`src/logic/buffer_pkg.sv`:
```
/*
 * Shared sizes for the ADC capture buffer.
 * CHANNELS and BUFFER_DEPTH must be powers of two. A banking mode above
 * log2(CHANNELS) is clamped when it is latched at arm.
 */
package buffer_pkg;

  //////////////////////////////////////////////////
  // datapath sizes
  //////////////////////////////////////////////////
  localparam int CHANNELS     = 4;
  localparam int DATA_WIDTH   = 16;
  // kept small so a full capture is short in simulation
  localparam int BUFFER_DEPTH = 16;
  localparam int ADDR_WIDTH   = $clog2(BUFFER_DEPTH);
  // one extra bit, set when the bank holds BUFFER_DEPTH words
  localparam int DEPTH_WIDTH  = ADDR_WIDTH + 1;
  localparam int BANK_WIDTH   = $clog2(CHANNELS);

  // active channels = 2 ** mode
  localparam int MODE_WIDTH   = 2;

  //////////////////////////////////////////////////
  // readout flow control
  //////////////////////////////////////////////////
  localparam int CREDIT_MAX   = 4;
  localparam int CREDIT_WIDTH = $clog2(CREDIT_MAX + 1);

  // capture FSM encoding
  localparam logic [1:0] CAP_IDLE = 2'd0;
  localparam logic [1:0] CAP_RUN  = 2'd1;
  localparam logic [1:0] CAP_DONE = 2'd2;

endpackage

```
`src/logic/bank_memory.sv`:
```
/*
 * One sample bank with a synchronous write and a registered read.
 * The read port samples rd_addr_i every cycle, so data shows one cycle later.
 */
`timescale 1ns/1ps

module bank_memory
  import buffer_pkg::*;
(
  input  logic                  adc_clk,
  input  logic                  wr_en_i,
  input  logic [ADDR_WIDTH-1:0] wr_addr_i,
  input  logic [DATA_WIDTH-1:0] wr_data_i,
  input  logic [ADDR_WIDTH-1:0] rd_addr_i,
  output logic [DATA_WIDTH-1:0] rd_data_o
);

  logic [DATA_WIDTH-1:0] mem [BUFFER_DEPTH];

  always_ff @(posedge adc_clk) begin
    if (wr_en_i) begin
      mem[wr_addr_i] <= wr_data_i;
    end
  end

  // registered read, a write to the same address returns the old word
  always_ff @(posedge adc_clk) begin
    rd_data_o <= mem[rd_addr_i];
  end

endmodule

```
`src/logic/buffer_top.sv`:
```
/*
 * ADC capture buffer top level, all logic on adc_clk.
 * readout_data_o is only meaningful while readout_valid_o is high.
 */
`timescale 1ns/1ps

module buffer_top
  import buffer_pkg::*;
(
  input  logic                                  adc_clk,
  input  logic                                  arst_n_i,
  input  logic                                  arm_i,
  input  logic [MODE_WIDTH-1:0]                 banking_mode_i,
  input  logic                                  capture_sw_reset_i,
  input  logic                                  readout_sw_reset_i,
  input  logic                                  readout_start_i,
  input  logic [CHANNELS-1:0][DATA_WIDTH-1:0]   adc_data_i,
  input  logic [CHANNELS-1:0]                   adc_valid_i,
  input  logic                                  readout_credit_i,
  output logic [CHANNELS-1:0][DEPTH_WIDTH-1:0]  write_depth_o,
  output logic                                  write_depth_valid_o,
  output logic [DATA_WIDTH-1:0]                 readout_data_o,
  output logic                                  readout_valid_o
);

  logic [CHANNELS-1:0]                  bank_wr_en;
  logic [CHANNELS-1:0][ADDR_WIDTH-1:0]  bank_wr_addr;
  logic [CHANNELS-1:0][DATA_WIDTH-1:0]  bank_wr_data;
  logic [CHANNELS-1:0][DATA_WIDTH-1:0]  bank_rd_data;
  logic                                 capture_done;
  logic [ADDR_WIDTH-1:0]                rd_addr;
  logic [BANK_WIDTH-1:0]                rd_bank;
  logic                                 rd_issue;
  logic [BANK_WIDTH-1:0]                rd_bank_q;

  capture_bank_router capture_bank_router_inst (
    .adc_clk             (adc_clk),
    .arst_n_i            (arst_n_i),
    .arm_i               (arm_i),
    .capture_sw_reset_i  (capture_sw_reset_i),
    .banking_mode_i      (banking_mode_i),
    .adc_data_i          (adc_data_i),
    .adc_valid_i         (adc_valid_i),
    .bank_wr_en_o        (bank_wr_en),
    .bank_wr_addr_o      (bank_wr_addr),
    .bank_wr_data_o      (bank_wr_data),
    .write_depth_o       (write_depth_o),
    .write_depth_valid_o (write_depth_valid_o),
    .capture_done_o      (capture_done)
  );

  // all banks share the read address
  for (genvar b = 0; b < CHANNELS; b++) begin : g_bank
    bank_memory bank_memory_inst (
      .adc_clk   (adc_clk),
      .wr_en_i   (bank_wr_en[b]),
      .wr_addr_i (bank_wr_addr[b]),
      .wr_data_i (bank_wr_data[b]),
      .rd_addr_i (rd_addr),
      .rd_data_o (bank_rd_data[b])
    );
  end

  readout_sequencer readout_sequencer_inst (
    .adc_clk            (adc_clk),
    .arst_n_i           (arst_n_i),
    .readout_start_i    (readout_start_i),
    .readout_sw_reset_i (readout_sw_reset_i),
    .capture_done_i     (capture_done),
    .readout_credit_i   (readout_credit_i),
    .rd_addr_o          (rd_addr),
    .rd_bank_o          (rd_bank),
    .rd_issue_o         (rd_issue),
    .readout_valid_o    (readout_valid_o)
  );

  // bank select follows the read by one cycle, in step with the RAM output
  always_ff @(posedge adc_clk or negedge arst_n_i) begin
    if (!arst_n_i) begin
      rd_bank_q <= '0;
    end else if (rd_issue) begin
      rd_bank_q <= rd_bank;
    end
  end

  assign readout_data_o = bank_rd_data[rd_bank_q];

endmodule

```
`src/logic/capture_bank_router.sv`:
```
/*
 * Capture control and channel-to-bank routing for the ADC buffer.
 * arm_i and banking_mode_i count only while idle; a finished capture is held
 * until capture_sw_reset_i, which must not be raised during a readout.
 */
`timescale 1ns/1ps

module capture_bank_router
  import buffer_pkg::*;
(
  input  logic                                  adc_clk,
  input  logic                                  arst_n_i,
  input  logic                                  arm_i,
  input  logic                                  capture_sw_reset_i,
  input  logic [MODE_WIDTH-1:0]                 banking_mode_i,
  input  logic [CHANNELS-1:0][DATA_WIDTH-1:0]   adc_data_i,
  input  logic [CHANNELS-1:0]                   adc_valid_i,
  output logic [CHANNELS-1:0]                   bank_wr_en_o,
  output logic [CHANNELS-1:0][ADDR_WIDTH-1:0]   bank_wr_addr_o,
  output logic [CHANNELS-1:0][DATA_WIDTH-1:0]   bank_wr_data_o,
  output logic [CHANNELS-1:0][DEPTH_WIDTH-1:0]  write_depth_o,
  output logic                                  write_depth_valid_o,
  output logic                                  capture_done_o
);

  logic [1:0]                           state_q;
  logic [MODE_WIDTH-1:0]                mode_q;
  logic [BANK_WIDTH-1:0]                chan_mask;
  logic [CHANNELS-1:0][BANK_WIDTH-1:0]  cur_bank_q;
  logic [CHANNELS-1:0][DEPTH_WIDTH-1:0] depth_q;
  logic [CHANNELS-1:0]                  ch_wr;
  logic [CHANNELS-1:0]                  ch_bank_end;
  logic [CHANNELS-1:0]                  ch_last_bank;
  logic                                 capture_end;
  logic                                 depth_valid_q;

  // active count minus one, also the bank-to-owner mask
  assign chan_mask = BANK_WIDTH'((1 << mode_q) - 1);

  //////////////////////////////////////////////////
  // per-channel write state
  //////////////////////////////////////////////////
  always_comb begin
    for (int c = 0; c < CHANNELS; c++) begin
      ch_wr[c]        = (state_q == CAP_RUN) && adc_valid_i[c] && (c <= int'(chan_mask));
      // this write lands on the last address of the channel's bank
      ch_bank_end[c]  = (depth_q[cur_bank_q[c]] == DEPTH_WIDTH'(BUFFER_DEPTH - 1));
      ch_last_bank[c] = (int'(cur_bank_q[c]) + int'(chan_mask) + 1 >= CHANNELS);
    end
  end

  // first channel to fill its final bank ends the capture for all
  assign capture_end = |(ch_wr & ch_bank_end & ch_last_bank);

  //////////////////////////////////////////////////
  // bank write ports
  //////////////////////////////////////////////////
  always_comb begin
    for (int b = 0; b < CHANNELS; b++) begin
      bank_wr_en_o[b] = 1'b0;
      for (int c = 0; c < CHANNELS; c++) begin
        if (ch_wr[c] && (cur_bank_q[c] == BANK_WIDTH'(b))) begin
          bank_wr_en_o[b] = 1'b1;
        end
      end
      bank_wr_addr_o[b] = depth_q[b][ADDR_WIDTH-1:0];
      // owner of bank b is b modulo the active count
      bank_wr_data_o[b] = adc_data_i[BANK_WIDTH'(b) & chan_mask];
    end
  end

  always_ff @(posedge adc_clk or negedge arst_n_i) begin
    if (!arst_n_i) begin
      state_q       <= CAP_IDLE;
      mode_q        <= '0;
      cur_bank_q    <= '0;
      depth_q       <= '0;
      depth_valid_q <= 1'b0;
    end else begin
      depth_valid_q <= 1'b0;
      if (capture_sw_reset_i) begin
        state_q <= CAP_IDLE;
        depth_q <= '0;
      end else begin
        case (state_q)
          CAP_IDLE: begin
            if (arm_i) begin
              state_q <= CAP_RUN;
              depth_q <= '0;
              if (banking_mode_i > MODE_WIDTH'(BANK_WIDTH)) begin
                mode_q <= MODE_WIDTH'(BANK_WIDTH);
              end else begin
                mode_q <= banking_mode_i;
              end
              // each channel starts in the bank with its own index
              for (int c = 0; c < CHANNELS; c++) begin
                cur_bank_q[c] <= BANK_WIDTH'(c);
              end
            end
          end
          CAP_RUN: begin
            for (int b = 0; b < CHANNELS; b++) begin
              if (bank_wr_en_o[b]) begin
                depth_q[b] <= depth_q[b] + 1'b1;
              end
            end
            // step to the next owned bank, one active count further on
            for (int c = 0; c < CHANNELS; c++) begin
              if (ch_wr[c] && ch_bank_end[c] && !ch_last_bank[c]) begin
                cur_bank_q[c] <= cur_bank_q[c] + chan_mask + 1'b1;
              end
            end
            if (capture_end) begin
              state_q       <= CAP_DONE;
              depth_valid_q <= 1'b1;
            end
          end
          default: begin
            // done, held until a capture reset
            state_q <= state_q;
          end
        endcase
      end
    end
  end

  assign write_depth_o       = depth_q;
  assign write_depth_valid_o = depth_valid_q;
  assign capture_done_o      = (state_q == CAP_DONE);

endmodule

```
`src/logic/readout_sequencer.sv`:
```
/*
 * Walks every bank in order under credit-based flow control.
 * Start is ignored without capture_done_i or while a readout runs;
 * readout_sw_reset_i drops the in-flight word and refills the credits.
 */
`timescale 1ns/1ps

module readout_sequencer
  import buffer_pkg::*;
(
  input  logic                  adc_clk,
  input  logic                  arst_n_i,
  input  logic                  readout_start_i,
  input  logic                  readout_sw_reset_i,
  input  logic                  capture_done_i,
  input  logic                  readout_credit_i,
  output logic [ADDR_WIDTH-1:0] rd_addr_o,
  output logic [BANK_WIDTH-1:0] rd_bank_o,
  output logic                  rd_issue_o,
  output logic                  readout_valid_o
);

  logic                               running_q;
  logic [CREDIT_WIDTH-1:0]            credits_q;
  logic [CREDIT_WIDTH-1:0]            credits_next;
  // bank index on top, address below, so one counter covers the walk
  logic [BANK_WIDTH+ADDR_WIDTH-1:0]   walk_q;
  logic                               issue;
  logic                               valid_q;

  // a read goes out only while a credit is held
  assign issue = running_q && (credits_q != '0) && !readout_sw_reset_i;

  //////////////////////////////////////////////////
  // credit counter
  //////////////////////////////////////////////////
  always_comb begin
    credits_next = credits_q;
    if (issue) begin
      credits_next = credits_next - 1'b1;
    end
    // saturate at the consumer's buffer size
    if (readout_credit_i && (credits_next != CREDIT_WIDTH'(CREDIT_MAX))) begin
      credits_next = credits_next + 1'b1;
    end
  end

  //////////////////////////////////////////////////
  // address walk and valid pipeline
  //////////////////////////////////////////////////
  always_ff @(posedge adc_clk or negedge arst_n_i) begin
    if (!arst_n_i) begin
      running_q <= 1'b0;
      credits_q <= CREDIT_WIDTH'(CREDIT_MAX);
      walk_q    <= '0;
      valid_q   <= 1'b0;
    end else if (readout_sw_reset_i) begin
      running_q <= 1'b0;
      credits_q <= CREDIT_WIDTH'(CREDIT_MAX);
      walk_q    <= '0;
      valid_q   <= 1'b0;
    end else begin
      // valid trails the issue by the bank read latency
      valid_q   <= issue;
      credits_q <= credits_next;
      if (!running_q) begin
        if (readout_start_i && capture_done_i) begin
          running_q <= 1'b1;
          walk_q    <= '0;
        end
      end else if (issue) begin
        walk_q <= walk_q + 1'b1;
        // last address of the last bank
        if (&walk_q) begin
          running_q <= 1'b0;
        end
      end
    end
  end

  assign rd_addr_o       = walk_q[ADDR_WIDTH-1:0];
  assign rd_bank_o       = walk_q[BANK_WIDTH+ADDR_WIDTH-1:ADDR_WIDTH];
  assign rd_issue_o      = issue;
  assign readout_valid_o = valid_q;

endmodule

```
`config.mk`:
```
export PLATFORM = sky130hd
export DESIGN_NAME = buffer_top
export DESIGN_NICKNAME = d
export VERILOG_FILES = /design/src/logic/buffer_pkg.sv /design/src/logic/bank_memory.sv /design/src/logic/buffer_top.sv /design/src/logic/capture_bank_router.sv /design/src/logic/readout_sequencer.sv
export SDC_FILE = /design/constraint.sdc
export NUM_CORES = 1
export LEC_CHECK = 0
export ABC_AREA = 1
export BUFFER_PORTS_ARGS = -buffer_cell sky130_fd_sc_hd__buf_2
export CORE_ASPECT_RATIO = 1.1
export CORE_MARGIN = 2
export CORE_UTILIZATION = 33
export DETAILED_ROUTE_END_ITERATION = 7
export SYNTH_ARGS = -nofsm -noshare
export SYNTH_HDL_FRONTEND = slang
export SYNTH_SLANG_ARGS = --single-unit
```
`constraint.sdc`:
```
create_clock -name adc_clk -period 4.5 [get_ports adc_clk]
set_clock_uncertainty 0.15 [all_clocks]
set_input_delay 0.675 -clock adc_clk [delete_from_list [all_inputs] [get_ports adc_clk]]
set_output_delay 0.675 -clock adc_clk [all_outputs]
set_load 0.05 [all_outputs]
```
# Word-level counts from Yosys, hierarchy flattened
# Memory sizes are Yosys's and may differ from the RTL's. A register that Yosys moved wholly into a read port is not among the register bits.
# Cells that the tools add are included.
[classes]
n_addsub = 24
n_mul = 0
n_div = 0
order_cmp = 16
n_eq_ne = 31
n_shift = 1
mux = 74
n_bitwise = 3
n_reduce_logical = 62
[op_table]
columns = ["operator", "count"]
rows = [
  ["32-bit by 2-bit adder with 32-bit output (second input constant)", 4],
  ["32-bit by 4-bit >= comparator with 1-bit output (second input constant)", 4],
  ["16-bit two-way mux", 6],
  ["16-bit binary-select mux with 2-bit select", 2],
  ["5-bit binary-select mux with 2-bit select", 4],
  ["20-bit two-way mux", 2],
  ["5-bit two-way mux", 8],
  ["20-bit one-hot mux with 2 select lines", 1],
  ["1-bit logical AND", 35],
  ["1-bit two-way mux", 33],
  ["6-bit two-way mux", 4],
  ["2-bit by 3-bit < comparator with 1-bit output (second input constant)", 7],
  ["5-bit by 1-bit adder with 5-bit output (second input constant)", 4],
  ["5-bit by 4-bit == test with 1-bit output (second input constant)", 4],
  ["2-bit == test (second input constant)", 9],
  ["3-bit AND reduction", 6],
  ["2-bit two-way mux", 8],
  ["8-bit one-hot mux with 2 select lines", 1],
  ["4-bit AND reduction", 4],
  ["3-bit by 2-bit != test with 1-bit output (second input constant)", 5],
  ["2-bit by 2-bit adder with 3-bit output", 4],
  ["2-bit by 1-bit == test with 1-bit output (second input constant)", 5],
  ["2-bit logical NOT", 5],
  ["2-bit != test (second input constant)", 5],
  ["other kinds (23)", 41],
]
[word_totals]
ff_bits = 46
latch_bits = 0
mem_bits_rw = 1024
romBits = 0
input_bits = 77
out_inout_bits = 38
wordCells = 231
n_memories = 4
[mem_list]
columns = ["memory", "depth", "word_bits", "rd", "rd_ports_with_merged_regs", "write_ports", "line", "text"]
rows = [
  ["g_bank[0].bank_memory_inst.mem", 16, 16, 1, 1, 1, "bank_memory.sv:18", "logic [DATA_WIDTH-1:0] mem [BUFFER_DEPTH];"],
  ["g_bank[1].bank_memory_inst.mem", 16, 16, 1, 1, 1, "bank_memory.sv:18", ""],
  ["g_bank[2].bank_memory_inst.mem", 16, 16, 1, 1, 1, "bank_memory.sv:18", ""],
  ["g_bank[3].bank_memory_inst.mem", 16, 16, 1, 1, 1, "bank_memory.sv:18", ""],
]

# Depth between registers and ports, before layout
[logic_depth]
depth_word = 11
mapped_depth = 18
ltp_nobuf = 15

# By module
# A second synthesis with hierarchy kept.
[hier_totals]
hier_cells = 5219
hier_area_um2 = 50958.9
[modules_own_cells]
columns = ["module", "n_inst", "cells_per_inst", "area_per_inst_um2", "seq_area_each_um2"]
rows = [
  ["bank_memory (g_bank[0].bank_memory_inst ...)", 3, 1074, 11380.9, 8007.7],
  ["bank_memory (g_bank[1].bank_memory_inst)", 1, 1076, 11385.9, 8007.7],
  ["capture_bank_router", 1, 645, 3903.7, 825.8],
  ["buffer_top", 1, 194, 873.3, 50.0],
  ["readout_sequencer", 1, 82, 653.1, 276.5],
]

# Worst setup path after synthesis
# No wires, ideal clock.
[synth_timing]
kind = "reg2reg"
from = "reg capture_bank_router_inst.mode_q[1]"
to = "mem g_bank[2].bank_memory_inst.mem[0][0], enable pin"
setup_ps = 388
arrival_time_ps = 2944
required_ps = 3962
path_slack_ps = 1018
stages_incl_launch_ff = 16
path_buffers = 3
synth_period_minus_slack_ps = 3482
path_cell_list = "dfrtp_1 buf_4 clkinv_2 clkbuf_1 nand2_1 ha_1 buf_4 inv_4 nand2_2 nor2_2 nand2_1 nand2_1 nor3_4 inv_2 nand2_1 nor2_1"
[synth_via]
elab_chain_len = 10
word_cells_on_any_way = 16
cone_classes = "1 x add/sub; 3 x order compare; 1 x shift; 5 x mux; 6 x reduce/logical"
[synth_lines]
columns = ["element", "line", "text"]
rows = [
  ["start, declared", "capture_bank_router.sv:27", "logic [MODE_WIDTH-1:0] mode_q;"],
  ["start signal, assigned", "capture_bank_router.sv:91", "mode_q <= MODE_WIDTH'(BANK_WIDTH);"],
  ["start signal, assigned", "capture_bank_router.sv:93", "mode_q <= banking_mode_i;"],
  ["1-bit by 2-bit left shift with 2-bit output (*)", "capture_bank_router.sv:38", "assign chan_mask = BANK_WIDTH'((1 << mode_q) - 1);"],
  ["2-bit subtractor (*)", "capture_bank_router.sv:38", ""],
  ["1-bit by 2-bit less-or-equal comparator with 1-bit output", "capture_bank_router.sv:45", "ch_wr[c] = (state_q == CAP_RUN) && adc_valid_i[c] && (c <= int'(chan_mask));"],
  ["1-bit logical AND", "capture_bank_router.sv:45", ""],
  ["1-bit logical AND", "capture_bank_router.sv:62", "if (ch_wr[c] && (cur_bank_q[c] == BANK_WIDTH'(b))) begin"],
  ["1-bit two-way mux (2 in a row)", "capture_bank_router.sv:62", ""],
  ["1-bit two-way mux (*)", "capture_bank_router.sv:62", ""],
  ["1-bit two-way mux (*)", "bank_memory.sv:21", "if (wr_en_i) begin"],
  ["1-bit two-way mux (not written as such) (*)", "bank_memory.sv:22", "mem[wr_addr_i] <= wr_data_i;"],
  ["end, declared", "bank_memory.sv:18", ""],
]
# Every way passes the cells marked *; elsewhere a longest branch is shown, timed or not.

# Worst setup path after layout
[layout_timing]
from = "reg rd_bank_q[0]"
to = "out readout_data_o[10]"
[layout_via]
elab_chain_len = 2
[layout_lines]
columns = ["element", "line", "text"]
rows = [
  ["start, declared", "buffer_top.sv:34", "logic [BANK_WIDTH-1:0] rd_bank_q;"],
  ["start signal, assigned", "buffer_top.sv:82", "rd_bank_q <= rd_bank;"],
  ["16-bit binary-select mux with 2-bit select", "buffer_top.sv:86", "assign readout_data_o = bank_rd_data[rd_bank_q];"],
  ["16-bit two-way mux (not written as such)", "buffer_top.sv:86", ""],
  ["end, declared", "buffer_top.sv:22", "output logic [DATA_WIDTH-1:0] readout_data_o,"],
]
# No other way between the ends. The select of a mux whose other input is x is not followed.

==> key figures <==
Finish
  – Share of cells above drive strength 1: 13.3%
  – Nets: 3990
  – Commonest non-fill, non-tap cell in the layout: edfxtp_1
  – Layout area overhead: 14.3%
  – Finished Core Util: 38.0%
  – Most frequent cells in the layout: edfxtp_1 (1024), nand2_1 (769), o21ai_0 (381)

Global route
  – Initial antenna violation count: 17
  – Largest net degree at the start of global routing: 223
  – Met1 Track Usage GR: 27.1%
  – GRT Util Overall: 19.1%
  – Busiest grt layer: met2
  – GR Util met2: 29.4%
  – Global-route wire length before repair: 201 mm
  – Overflow after GRT: 0
  – GRT met3 Usage: 4.55%
  – Vias in the first global route: 29488

Floorplanning
  – Floorplan row count: 143
  – IO Pins: 115
  – Initial Utilization: 33.2%
  – Die area: 0.142 mm²
  – Die Y: 395 µm
  – Core area: 0.138 mm²
  – Die W: 360 µm

Detailed routing
  – First-pass iteration count of the detailed router: 6
  – Via count: 30939
  – DRC viols: 0
  – DRT antenna net count: 0
  – DR iter-0 viols: 3891
  – Vias per Instance: 5.35
  – Post-Route WL: 138 mm
  – Per-cell routed wire length: 23.9 µm

Power
  – Sw frac: 26.4%
  – PD cells: 475 mW/mm²
  – Total power draw: 0.0249 W
  – Net Switching: 0.00657 W
  – VDD IR max: 0.316 mV
  – Clk network pwr share: 37.9%
  – Lkg Pwr: 18.5 nW
  – Comb power frac: 11.8%
  – Reg power frac: 50.3%
  – Int Power: 0.0183 W

Place
  – Port Buffers: 114
  – Placer Congestion: 0.959
  – Placement Setup Slack: 1.22 ns
  – DP HPWL: 83.0 mm

Synthesis
  – Sequential cell area fraction in the yosys report: 72.3%
  – Synth Cell Area: 0.0459 mm²
  – Syn Nets: 3880
  – Yosys reg bits: 1134
  – Synth unique cells: 45
  – Post-synth EDFFs: 1024
  – Asr flop ratio synth: 4.06%
  – Cells after Synth: 3765
  – Number of synthesis warnings: 0
  – Prevailing post-synth register cell: edfxtp_1
  – Syn avg cell area: 12.2 µm²

Setup path
  – Slowest stage delay, CP: 0.89 ns
  – CP Data Required Time: 3.67 ns
  – Crit path DAT: 3.23 ns
  – Reg-to-reg critical path endpoint: g_bank[1].bank_memory_inst.mem[0][5]
  – RR Startpoint: capture_bank_router_inst.mode_q[0]
  – Crit-path max FO: 33
  – Worst path cell trace: inv_1 > o21ai_0 > o22ai_1 > buf_2
  – Worst R2R Setup Slack: 1.18 ns
  – Crit end category: output port
  – Worst reg2reg path depth: 13
  – CP delay by family, top: buffers and inverters
  – Worst Setup Start Kind: flop
  – Crit path max-delay cell type: inv_1
  – WP buf/inv: 2
  – Crit path kind: flop to output port

Clocking
  – Clock H-tree levels: 3
  – Clock Tree Buf Depth: 3
  – CTS buffer count: 111
  – Clk slew on worst S/H paths: 0.06 ns
  – Clk root buf: clkbuf_16
  – Clock Latency Late Sink: 0.70 ns
  – CTS tree: yes
  – Cts repair resizes: 0
  – CTS Sinks: 1134

Timing
  – Slack of the critical path: 0.441 ns
  – Final setup viols: 0
  – Relative slew margins: 26.7%
  – Worst slew pin tran: 1.10 ns
  – Max Slew Vio Count: 0
  – Sum Neg Setup Slack: 0 ns
  – Crit share post-route: 90.2%
  – RSZ-0062 raised after global routing: false
  – Min cycle time layout: 4.06 ns
  – Final Hold Fails: 0
  – Fmax: 0.246 GHz

Min path
  – Hold EP: capture_bank_router_inst.mode_q[0]
  – Worst hold start: banking_mode_i[0]
  – Hold Path Class: input port to flop
  – Hold path cells: 3

Status
  – Status: finished, final reports clean

Flow run
  – Max-Cap Viols: 0
## flip-flops by register name, indices dropped and copies added (netlist names), 3 cells and up
register and cells:
g_bank.bank_memory_inst.mem 1024, capture_bank_router_inst.write_depth_o 4, readout_sequencer_inst.credits_q 3, capture_bank_router_inst.cur_bank_q 8, capture_bank_router_inst.bank_wr_addr_o 16, readout_sequencer_inst.walk_q 6, g_bank.bank_memory_inst.rd_data_o 64
## power groups by stage
stage / logic [W] / clock network (W) / registers (W)
2_1_floorplan: 0.00181 / 0 / 0.0125
3_3_place_gp: 0.00284 / 0 / 0.0127
3_5_place_dp: 0.00288 / 0 / 0.0127
4_1_cts: 0.00289 / 0.00953 / 0.0125
5_1_grt: 0.00319 / 0.00999 / 0.0125
6_report: 0.00293 / 0.00944 / 0.0125
## worst reg2reg max path: cells and delay by family, from the launching register on
| family | cells | cell delay, ns |
|---|---|---|
| adder cells (fa/ha/maj) | 1 | 0.38 |
| flip-flops | 1 | 0.38 |
| buffers and inverters | 4 | 0.70 |
| AND/OR/NAND/NOR | 8 | 1.39 |
## worst max-delay path by stage
stage / start / end / slack (ns) / cells after the start
finish: rd_bank_q[0] / readout_data_o[10] / 0.44 / 4
global route: rd_bank_q[0] / readout_data_o[2] / 0.16 / 4
CTS: rd_bank_q[0] / readout_data_o[2] / 0.48 / 4
detailed placement: capture_bank_router_inst.mode_q[0] / g_bank[1].bank_memory_inst.mem[1][10] / 1.22 / 13
global placement: capture_bank_router_inst.mode_q[0] / g_bank[1].bank_memory_inst.mem[0][2] / 1.29 / 13
floorplan: capture_bank_router_inst.mode_q[1] / g_bank[2].bank_memory_inst.mem[0][0] / 1.02 / 15
## Yosys cell counts, types with 2 or more instances
| master | n | share of area [%] |
|---|---|---|
| edfxtp_1 | 1024 | 67 |
| nand2_1 | 769 | 6.3 |
| nor2_1 | 419 | 3.4 |
| o21ai_0 | 383 | 4.2 |
| a21oi_1 | 197 | 2.1 |
| nand3_1 | 160 | 1.7 |
| clkbuf_1 | 123 | 1.0 |
| o22ai_1 | 92 | 1.3 |
| buf_2 | 77 | 0.84 |
| a221oi_1 | 75 | 1.4 |
| dfxtp_1 | 64 | 2.8 |
| inv_1 | 62 | 0.51 |
| dfrtp_1 | 45 | 2.5 |
| o21ai_1 | 42 | 0.46 |
| nand4_1 | 35 | 0.48 |
| ha_1 | 34 | 0.93 |
| o221ai_1 | 32 | 0.61 |
| o221a_2 | 20 | 0.49 |
| buf_4 | 19 | 0.31 |
| nor3_1 | 13 | 0.14 |
| inv_2 | 11 | 0.090 |
| buf_6 | 9 | 0.22 |
| nand2_2 | 8 | 0.11 |
| nor2_2 | 6 | 0.082 |
| xor2_1 | 6 | 0.11 |
| buf_1 | 5 | 0.041 |
| nor2_4 | 5 | 0.12 |
| fa_1 | 4 | 0.17 |
| nand2_4 | 4 | 0.098 |
| inv_4 | 3 | 0.041 |
| clkinv_1 | 2 | 0.016 |
| nand3_2 | 2 | 0.044 |
| nand3b_1 | 2 | 0.033 |
| nor3_4 | 2 | 0.071 |
## final cells by class
cell class / count / area [µm²]
Tap cell: 1812 / 2270
Timing Repair Buffer: 231 / 1550
Clock inverter: 53 / 641
Clock buffer: 159 / 3040
Fill cell: 13227 / 85700
Inverter: 79 / 322
Multi-Input combinational cell: 2318 / 11400
Antenna cell: 1 / 2.50
Sequential cell: 1134 / 33200
## cells by family after synthesis
family / synth area share, %
buffers and inverters: 3.10
AO/OA/AOI/OAI: 10.7
XOR/XNOR: 0.115
flip-flops: 72.3
adder cells (fa/ha/maj): 1.10
AND/OR/NAND/NOR: 12.7
## stage by stage
step                std cells  hold slack, ns  instance area (µm²)
CTS                      5786          0.0491                52500
detailed placement       5573           0.312                48800
global placement         5573           0.301                48800
global route             5786          0.0884                52500
finish                   5787          0.0710                52500
floorplan                3765           0.229                45900
## timing repair
action                                 4_1_cts  5_1_grt
buffers inserted                             0        0
hold buffers                                 1        0
endpoints found under the hold margin       40        0
## layer usage
metal / wire, µm / share of wire (%)
met1: 58800 / 43
met2: 62300 / 45
met3: 14000 / 10
met4: 3110 / 2.2
met5: 141 / 0.10
No activity file was read; power rests on OpenSTA's default activity.
